$ cat config.mk
export PLATFORM = sky130hd
export DESIGN_NAME = l2_cache_top
export DESIGN_NICKNAME = d
export VERILOG_FILES = /design/src/design/l2_cache_pkg.sv /design/src/design/l2_cache_top.sv /design/src/design/l2_burst_counter.sv /design/src/design/l2_miss_fsm.sv /design/src/design/l2_data_array.sv /design/src/design/l2_tag_array.sv
export SDC_FILE = /design/constraint.sdc
export NUM_CORES = 2
export LEC_CHECK = 0
export BUFFER_PORTS_ARGS = -buffer_cell sky130_fd_sc_hd__buf_2
export CAP_MARGIN = 5
export CORE_ASPECT_RATIO = 1.5
export CORE_MARGIN = 2
export CORE_UTILIZATION = 58
export CTS_BUF_LIST = sky130_fd_sc_hd__clkbuf_4
export DETAILED_ROUTE_END_ITERATION = 12
export PLACE_DENSITY = 0.71
export SLEW_MARGIN = 40
export SYNTH_ARGS = -nofsm -noshare
export SYNTH_HDL_FRONTEND = slang
export SYNTH_SLANG_ARGS = --single-unit
export TNS_END_PERCENT = 5
$ cat constraint.sdc
create_clock -name clk -period 15.7 [get_ports clk]
set_input_delay 1.57 -clock clk [delete_from_list [all_inputs] [get_ports clk]]
set_output_delay 1.57 -clock clk [all_outputs]
set_load 0.01 [all_outputs]
$ cat src/design/l2_cache_pkg.sv
/* Geometry, opcodes and bus types shared by every level-2 cache block.
   Modules import it with a wildcard inside their body. */
package l2_cache_pkg;

	// Line and memory word geometry
	localparam int WORD_BITS = 32;
	localparam int LINE_WORDS = 4;
	localparam int LINE_BITS = WORD_BITS * LINE_WORDS;
	localparam int LINE_BYTES = LINE_BITS / 8;

	// Set-associative layout
	localparam int NUM_SETS = 8;
	localparam int SET_BITS = 3;
	localparam int NUM_WAYS = 2;

	// Byte address minus the 4 offset bits
	localparam int LINE_ADDR_BITS = 28;
	localparam int TAG_BITS = LINE_ADDR_BITS - SET_BITS;

	// One beat per word, so a burst is LINE_WORDS beats
	localparam int BEAT_BITS = 2;

	typedef enum logic
	{
		OP_LOAD,
		OP_STORE
	} op_e;

	// Word 0 sits in the low bits and at the lowest address
	typedef union packed
	{
		logic [LINE_BITS-1:0] flat;
		logic [LINE_WORDS-1:0][WORD_BITS-1:0] words;
	} line_u;

	typedef struct packed
	{
		op_e op;
		logic [LINE_ADDR_BITS-1:0] line_addr;
		logic [LINE_BYTES-1:0] mask;
		line_u data;
	} cache_req_t;

	typedef struct packed
	{
		op_e op;
		line_u data;
	} cache_resp_t;

	// Tag check result, way is the hit way or else the LRU victim
	typedef struct packed
	{
		logic hit;
		logic way;
		logic victim_dirty;
		logic [TAG_BITS-1:0] victim_tag;
	} lookup_t;

endpackage
$ cat src/design/l2_cache_top.sv
/* Level-2 cache top: three-stage request pipeline around the tag and data
   arrays, with a single-miss engine on a beat-by-beat memory bus. */
module l2_cache_top (
	input logic clk,
	input logic rst_i,
	input logic req_valid_i,
	output logic req_ready_o,
	input l2_cache_pkg::cache_req_t req_i,
	output logic resp_valid_o,
	input logic resp_ready_i,
	output l2_cache_pkg::cache_resp_t resp_o,
	output logic mem_req_o,
	output logic mem_write_o,
	output logic [31:0] mem_addr_o,
	output logic [31:0] mem_wdata_o,
	input logic mem_ack_i,
	input logic [31:0] mem_rdata_i
);
	import l2_cache_pkg::*;

	logic s1_valid;
	logic s2_valid;
	cache_req_t s1_req;
	cache_req_t s2_req;
	logic s1_free;
	logic s2_free;
	logic s3_free;
	logic s2_advance;
	logic s2_store;
	logic [SET_BITS-1:0] s2_set;
	logic [LINE_BYTES-1:0] merge_mask;
	lookup_t lookup;
	line_u s2_line;
	line_u fill_line;
	logic miss_start;
	logic fill;
	logic miss_done;
	logic beat_done;
	logic last_beat;
	logic [BEAT_BITS-1:0] beat;
	logic [LINE_ADDR_BITS-1:0] mem_line_addr;

	////////////////////////////////////////////////////////////////////////////
	// Stall chain, back to front
	////////////////////////////////////////////////////////////////////////////

	assign s3_free = !resp_valid_o || resp_ready_i;
	assign s2_advance = s2_valid && lookup.hit && s3_free;
	assign s2_free = !s2_valid || s2_advance;
	assign s1_free = !s1_valid || s2_free;
	assign req_ready_o = s1_free;

	assign s2_store = (s2_req.op == OP_STORE);
	assign s2_set = s2_req.line_addr[SET_BITS-1:0];

	// Store bytes only merge on a hit, so a miss reads the plain victim
	assign merge_mask = (s2_valid && lookup.hit && s2_store) ? s2_req.mask : '0;
	assign miss_start = s2_valid && !lookup.hit;
	assign beat_done = mem_req_o && mem_ack_i;

	always_ff @(posedge clk)
	begin
		if (rst_i)
		begin
			s1_valid <= 1'b0;
			s2_valid <= 1'b0;
			resp_valid_o <= 1'b0;
		end
		else
		begin
			if (s1_free)
				s1_valid <= req_valid_i;
			if (s2_free)
				s2_valid <= s1_valid;
			if (s3_free)
				resp_valid_o <= s2_advance;
		end
	end

	always_ff @(posedge clk)
	begin
		if (s1_free && req_valid_i)
			s1_req <= req_i;
		if (s2_free && s1_valid)
			s2_req <= s1_req;
		if (s2_advance)
		begin
			resp_o.op <= s2_req.op;
			resp_o.data <= s2_line;
		end
	end

	////////////////////////////////////////////////////////////////////////////
	// Arrays and miss engine
	////////////////////////////////////////////////////////////////////////////

	l2_tag_array tag_i (
		.clk(clk),
		.rst_i(rst_i),
		.line_addr_i(s2_req.line_addr),
		.access_i(s2_advance),
		.store_i(s2_advance && s2_store),
		.fill_i(fill),
		.lookup_o(lookup)
	);

	l2_data_array data_i (
		.clk(clk),
		.rst_i(rst_i),
		.set_i(s2_set),
		.way_i(lookup.way),
		.mask_i(merge_mask),
		.store_data_i(s2_req.data),
		.write_i(s2_advance && s2_store),
		.fill_i(fill),
		.fill_data_i(fill_line),
		.line_o(s2_line)
	);

	l2_miss_fsm miss_i (
		.clk(clk),
		.rst_i(rst_i),
		.miss_start_i(miss_start),
		.victim_dirty_i(lookup.victim_dirty),
		.beat_done_i(beat_done),
		.last_beat_i(last_beat),
		.mem_req_o(mem_req_o),
		.mem_write_o(mem_write_o),
		.fill_o(fill),
		.miss_done_o(miss_done)
	);

	l2_burst_counter burst_i (
		.clk(clk),
		.rst_i(rst_i),
		.active_i(mem_req_o),
		.beat_done_i(beat_done),
		.victim_line_i(s2_line),
		.rdata_i(mem_rdata_i),
		.beat_o(beat),
		.last_beat_o(last_beat),
		.wdata_o(mem_wdata_o),
		.fill_line_o(fill_line)
	);

	// Write-back goes to the victim's own address
	assign mem_line_addr = mem_write_o ? {lookup.victim_tag, s2_set} : s2_req.line_addr;
	assign mem_addr_o = {mem_line_addr, beat, 2'b00};

	a_resp_stable: assert property (@(posedge clk) disable iff (rst_i)
		resp_valid_o && !resp_ready_i |=> resp_valid_o && $stable(resp_o))
		else $error("response changed while stalled");

	// The held request must hit right after the refill lands
	a_retry_hits: assert property (@(posedge clk) disable iff (rst_i)
		miss_done |-> s2_valid && lookup.hit)
		else $error("request still misses after refill");

endmodule

$ cat src/design/l2_burst_counter.sv
/* Beat counter for memory bursts. Picks the victim word to write back
   and collects read words into the fill line. */
module l2_burst_counter (
	input logic clk,
	input logic rst_i,
	input logic active_i,
	input logic beat_done_i,
	input l2_cache_pkg::line_u victim_line_i,
	input logic [l2_cache_pkg::WORD_BITS-1:0] rdata_i,
	output logic [l2_cache_pkg::BEAT_BITS-1:0] beat_o,
	output logic last_beat_o,
	output logic [l2_cache_pkg::WORD_BITS-1:0] wdata_o,
	output l2_cache_pkg::line_u fill_line_o
);
	import l2_cache_pkg::*;

	logic [BEAT_BITS-1:0] beat_q;
	line_u fill_q;

	// Burst length equals 2**BEAT_BITS so the count wraps on its own
	always_ff @(posedge clk)
	begin
		if (rst_i || !active_i)
			beat_q <= '0;
		else if (beat_done_i)
			beat_q <= beat_q + 1'b1;
	end

	// Write-back beats land here too but the read burst overwrites them
	always_ff @(posedge clk)
	begin
		if (active_i && beat_done_i)
			fill_q.words[beat_q] <= rdata_i;
	end

	assign beat_o = beat_q;
	assign last_beat_o = (beat_q == BEAT_BITS'(LINE_WORDS - 1));
	assign wdata_o = victim_line_i.words[beat_q];
	assign fill_line_o = fill_q;

endmodule

$ cat src/design/l2_miss_fsm.sv
/* Miss sequencer: optional dirty victim write-back, line read, then one
   refill cycle. Handles one miss at a time. */
module l2_miss_fsm (
	input logic clk,
	input logic rst_i,
	input logic miss_start_i,
	input logic victim_dirty_i,
	input logic beat_done_i,
	input logic last_beat_i,
	output logic mem_req_o,
	output logic mem_write_o,
	output logic fill_o,
	output logic miss_done_o
);
	typedef enum logic [1:0]
	{
		ST_IDLE,
		ST_WRITEBACK,
		ST_READ,
		ST_REFILL
	} state_e;

	state_e state_q;
	state_e state_d;

	always_comb
	begin
		state_d = state_q;
		case (state_q)
			ST_IDLE:
			begin
				if (miss_start_i)
					state_d = victim_dirty_i ? ST_WRITEBACK : ST_READ;
			end

			ST_WRITEBACK:
			begin
				if (beat_done_i && last_beat_i)
					state_d = ST_READ;
			end

			ST_READ:
			begin
				if (beat_done_i && last_beat_i)
					state_d = ST_REFILL;
			end

			default:
				state_d = ST_IDLE;
		endcase
	end

	always_ff @(posedge clk)
	begin
		if (rst_i)
		begin
			state_q <= ST_IDLE;
			miss_done_o <= 1'b0;
		end
		else
		begin
			state_q <= state_d;
			// Pulses in the cycle the held request retries
			miss_done_o <= (state_q == ST_REFILL);
		end
	end

	assign mem_req_o = (state_q == ST_WRITEBACK) || (state_q == ST_READ);
	assign mem_write_o = (state_q == ST_WRITEBACK);
	assign fill_o = (state_q == ST_REFILL);

	a_bus_quiet: assert property (@(posedge clk) disable iff (rst_i)
		(state_q == ST_IDLE || state_q == ST_REFILL) |-> !mem_req_o)
		else $error("memory request outside a burst");

endmodule

$ cat src/design/l2_data_array.sv
/* Line storage for all sets and ways. Reads the addressed line with any
   store bytes merged in and writes either that merge or a refill line. */
module l2_data_array (
	input logic clk,
	input logic rst_i,
	input logic [l2_cache_pkg::SET_BITS-1:0] set_i,
	input logic way_i,
	input logic [l2_cache_pkg::LINE_BYTES-1:0] mask_i,
	input l2_cache_pkg::line_u store_data_i,
	input logic write_i,
	input logic fill_i,
	input l2_cache_pkg::line_u fill_data_i,
	output l2_cache_pkg::line_u line_o
);
	import l2_cache_pkg::*;

	line_u lines_q [NUM_SETS*NUM_WAYS];

	logic [SET_BITS:0] idx;
	line_u old_line;

	assign idx = {way_i, set_i};
	assign old_line = lines_q[idx];

	// Byte merge, a zero mask passes the stored line through
	always_comb
	begin
		for (int b = 0; b < LINE_BYTES; b++)
			line_o.flat[b*8 +: 8] = mask_i[b] ? store_data_i.flat[b*8 +: 8]
				: old_line.flat[b*8 +: 8];
	end

	always_ff @(posedge clk)
	begin
		if (fill_i)
			lines_q[idx] <= fill_data_i;
		else if (write_i)
			lines_q[idx] <= line_o;
	end

	a_one_writer: assert property (@(posedge clk) disable iff (rst_i)
		!(write_i && fill_i))
		else $error("store and refill in the same cycle");

endmodule

$ cat src/design/l2_tag_array.sv
/* Tag, valid, dirty and LRU state for every set and way.
   Checks the lookup address combinationally and names the hit or victim way. */
module l2_tag_array (
	input logic clk,
	input logic rst_i,
	input logic [l2_cache_pkg::LINE_ADDR_BITS-1:0] line_addr_i,
	input logic access_i,
	input logic store_i,
	input logic fill_i,
	output l2_cache_pkg::lookup_t lookup_o
);
	import l2_cache_pkg::*;

	logic [TAG_BITS-1:0] tag_q [NUM_SETS][NUM_WAYS];
	logic [NUM_SETS-1:0][NUM_WAYS-1:0] valid_q;
	logic [NUM_SETS-1:0][NUM_WAYS-1:0] dirty_q;
	// Per set, the way to evict next
	logic [NUM_SETS-1:0] lru_q;

	logic [SET_BITS-1:0] set;
	logic [TAG_BITS-1:0] tag;
	logic [NUM_WAYS-1:0] hit_vec;
	logic hit;
	logic victim;
	logic way;

	assign set = line_addr_i[SET_BITS-1:0];
	assign tag = line_addr_i[LINE_ADDR_BITS-1:SET_BITS];

	always_comb
	begin
		for (int w = 0; w < NUM_WAYS; w++)
			hit_vec[w] = valid_q[set][w] && (tag_q[set][w] == tag);
	end

	assign hit = |hit_vec;
	assign victim = lru_q[set];
	assign way = hit ? hit_vec[1] : victim;

	assign lookup_o.hit = hit;
	assign lookup_o.way = way;
	assign lookup_o.victim_dirty = valid_q[set][victim] && dirty_q[set][victim];
	assign lookup_o.victim_tag = tag_q[set][victim];

	always_ff @(posedge clk)
	begin
		if (rst_i)
		begin
			valid_q <= '0;
			dirty_q <= '0;
			lru_q <= '0;
		end
		else
		begin
			// Accessed way becomes MRU, the other one is next out
			if (access_i)
				lru_q[set] <= ~way;
			if (store_i)
				dirty_q[set][way] <= 1'b1;
			if (fill_i)
			begin
				valid_q[set][way] <= 1'b1;
				dirty_q[set][way] <= 1'b0;
			end
		end
	end

	always_ff @(posedge clk)
	begin
		if (fill_i)
			tag_q[set][way] <= tag;
	end

	// A refill must never duplicate a tag already present in the set
	a_single_hit: assert property (@(posedge clk) disable iff (rst_i)
		!$isunknown(line_addr_i) |-> $onehot0(hit_vec))
		else $error("line present in both ways");

endmodule

==> key figures <==
Die
  – DIE WIDTH: 375 um
  – Initial core utilization: 0.582
  – IO Pins: 407
  – Total core area: 0.205 sq mm
  – Die area: 0.210 sq mm
  – Rows: 204
  – Die height: 560 um

Setup path
  – Worst setup SP type: register
  – Worst-path maximum fanout: 81
  – Crit path cell chain: buf_4 > buf_12 > mux4_2 > mux2i_1 > xor2_1 > nand4_1 > or4_1 > a21oi_4 > buf_4 > buf_12 > buf_16 > mux2i_1 > a32oi_1 > a21oi_1 > nor4_1 > buf_2
  – Worst Path Arrival: 8600 ps
  – CP required: 14130 ps
  – CP endpoint kind: output pin
  – Critical path's largest stage delay: 960 ps
  – Slowest cell on crit path: or4_1
  – WS Path Type: reg -> out

Layout
  – Final Cell Area: 0.135 sq mm
  – Nets: 7022
  – Share of cells above drive strength 1: 0.353
  – Area grow syn2layout: 12.7%

STA
  – Skew final: 103 ps
  – Slew Viols, Final: 0
  – Setup TNS after final layout: 0 ps
  – Final period utilization: 0.648
  – Worst-Margin Slew: 914 ps
  – Final Hold Violating Endpoints: 0
  – FMAX: 98.3 MHz
  – RSZ-0062 raised after global routing: no
  – Final Setup Violations: 0
  – Fin crit period: 10170 ps
  – Slew HR: 0.391

Synth
  – Number of synthesized flops with an enable pin: 3051
  – #FFs+latches synth: 3101
  – Sequential area share after synthesis: 0.775
  – Area of the mapped netlist: 0.120 sq mm
  – Syn avg cell area: 20.6 sq um
  – Synth top area cells: edfxtp_1 (77%), mux4_2 (9.9%), mux2_2 (2.9%)
  – Top cell type by total area after synthesis: edfxtp_1
  – Syn. warnings: 0
  – Ys flop type: edfxtp_1
  – Synth unique cells: 72
  – Synth top area share: 0.766
  – Ys async rst share: 0
  – Synth Instances: 5810

Clocking
  – CTS Buffer Depth: 4
  – Skew-Pair Late Insertion Delay: 1330 ps
  – Post-CTS setup buffers: 0
  – CTS root buf: clkbuf_4
  – CTS resizes: 0
  – CTS Buf Count: 696
  – Clk slew on worst S/H paths: 70 ps
  – Num Clock Sinks: 3101
  – CTS tree: built
  – Cts hold-fix bufs: 0
  – H-tree depth: 6

Global route
  – Antenna violations before repair: 39
  – Largest net degree at the start of global routing: 120
  – First-pass GRT wire length: 469 mm
  – Vias in the first global route: 65400
  – GRT Util Overall: 0.317
  – Grt ovf: 0

Pwr
  – P_leak: 0.0448 uW
  – Max IR drop VDD: 101 uV
  – Pwr dens: 122 mW/mm^2

Route
  – Drt initial violations: 9036
  – Avg WL per Cell: 33.3 um
  – Routed WL: 334 mm
  – Antenna Nets Post-Route: 0
  – Via count: 65500
  – # DRC: 0
  – DR pass1 iterations: 6
  – Via density: 6.54

Place
  – Gpl congestion: 0.911
  – Placed inst area: 0.126 sq mm
  – PortBufs: 404
  – HPWL Detailed: 193 mm

Run
  – Max Cap Viol: 0

Worst hold path
  – Hold Path Class: reg -> reg

Outcome
  – Outcome: completed
## stage by stage
stage	util	hold slack [ps]	worst slack, ps	power, uW	instances
final	0.656	375	5530	16400	10000
after global routing	0.656	346	5480	17000	10000
after CTS	0.655	302	5520	16500	9989
after detailed placement	0.612	405	6910	10300	8773
after global placement	0.609	403	6320	10300	8759
after floorplan	-	400	3000	9940	5811
## sequential cells by signal (all words and copies together), names as in the netlist, 2 cells and up, named ones only
name,flops
burst_i.fill_line_o,128
s2_req,172
s1_req,173
resp_o,129
miss_i.state_q,2
tag_i.valid_q,16
tag_i.tag_q,400
tag_i.lru_q,8
data_i.lines_q,2048
burst_i.beat_o,2
## critical path: cells and delay by family, from the launching register on
family,cells,cell delay [ps]
simple gates,3,2110
buf+inv,6,2370
compound gates,3,740
xor+xnor,1,460
flops,1,600
mux,3,900
## placed cells by master, fill, tap and decap left out, types with 21 or more instances in the layout
cell | synthesis | routed
a21oi_1 | 147 | 145
a22oi_1 | 32 | 32
a32oi_1 | 31 | 31
and2_1 | 77 | 76
buf_2 | 40 | 403
buf_4 | 18 | 100
buf_6 | 17 | 37
clkbuf_4 | 0 | 987
clkinv_1 | 1 | 155
clkinv_2 | 0 | 24
dfxtp_1 | 50 | 46
edfxtp_1 | 3051 | 3051
inv_1 | 26 | 24
mux2_2 | 309 | 309
mux2i_1 | 200 | 200
mux4_2 | 527 | 527
nand2_1 | 175 | 172
nand2b_1 | 55 | 55
nand3_1 | 34 | 34
nor2_1 | 222 | 183
nor3_1 | 35 | 35
o2111ai_1 | 35 | 35
o211ai_1 | 42 | 42
o21ai_0 | 58 | 54
o22a_1 | 43 | 43
o22ai_1 | 40 | 40
or2_2 | 21 | 21
## logic make-up (layout without fill, tap and decap cells)
group                    Yosys count  count (layout)  synth area share
XOR/XNOR                          22              22           0.00161
AND/OR/NAND/NOR                  759             759            0.0321
adder cells (fa/ha/maj)            9               9          0.000942
AO/OA/AOI/OAI                    559             559            0.0323
flip-flops                      3101            3101             0.775
buffers and inverters            307            1817            0.0117
multiplexers                    1052            1052             0.147
other                              1              15         0.0000314
## synth_stat cells, types with 11 or more instances
library cell  instances
nand2b_1             55
xor2_1               11
a22o_1               14
or2_2                21
o211ai_1             42
xnor2_1              11
o22a_1               43
mux2i_1             200
and3b_1              14
nand2_1             175
and3_1               25
o22ai_1              40
nand3_1              34
mux2_1               16
a22oi_1              32
nand4_1              12
o21ai_1              11
buf_2                40
mux4_2              527
inv_1                26
edfxtp_1           3051
o21ai_0              58
nor4_1               18
buf_6                17
or3_1                20
a21oi_1             147
nor3_1               35
nor2_1              222
a32oi_1              31
clkbuf_1            169
o211a_1              14
buf_1                36
dfxtp_1              50
a31oi_1              11
and2_1               77
a32o_1               13
buf_4                18
o2111ai_1            35
mux2_2              309
o21a_1               20
## report_power, final
group | internal (uW) | leakage, uW | switching (uW)
combinational | 317 | 0.0116 | 593
clock | 3170 | 0.00521 | 3110
sequential | 9190 | 0.0280 | 61.8
total | 12700 | 0.0448 | 3760
## layer usage
metal	up-vias	track usage	wire [um]
met4	26	0.136	14600
li1	26400	-	-
met1	33600	0.432	119000
met3	771	0.0795	42000
met2	4696	0.494	158000
met5	-	0	164
## path summary, 6_finish.rpt
kind	from	endpoint	slack, ps	depth (start not counted)
hold reg to reg	s1_req[73]$_DFFE_PP_	s2_req[73]$_DFFE_PN_	370	0
setup reg to reg	register	data_i.lines_q[9][43]$_DFFE_PP_	7710	17
setup / recovery	register	mem_wdata_o[29]	5530	16
hold / removal	s1_req[73]$_DFFE_PP_	s2_req[73]$_DFFE_PN_	370	0
## cell type report
| cell class | instances | area, sq um |
|---|---|---|
| inverters | 27 | 114 |
| flip-flops and latches | 3101 | 92600 |
| diodes | 13 | 32.5 |
| multi-input cells | 2403 | 25900 |
| clock inverters | 229 | 1410 |
| fillers | 13700 | 70700 |
| well taps | 2678 | 3350 |
| clock buffers | 987 | 7410 |
| repair buffers | 574 | 3930 |
(Power assumes the default switching activity.)
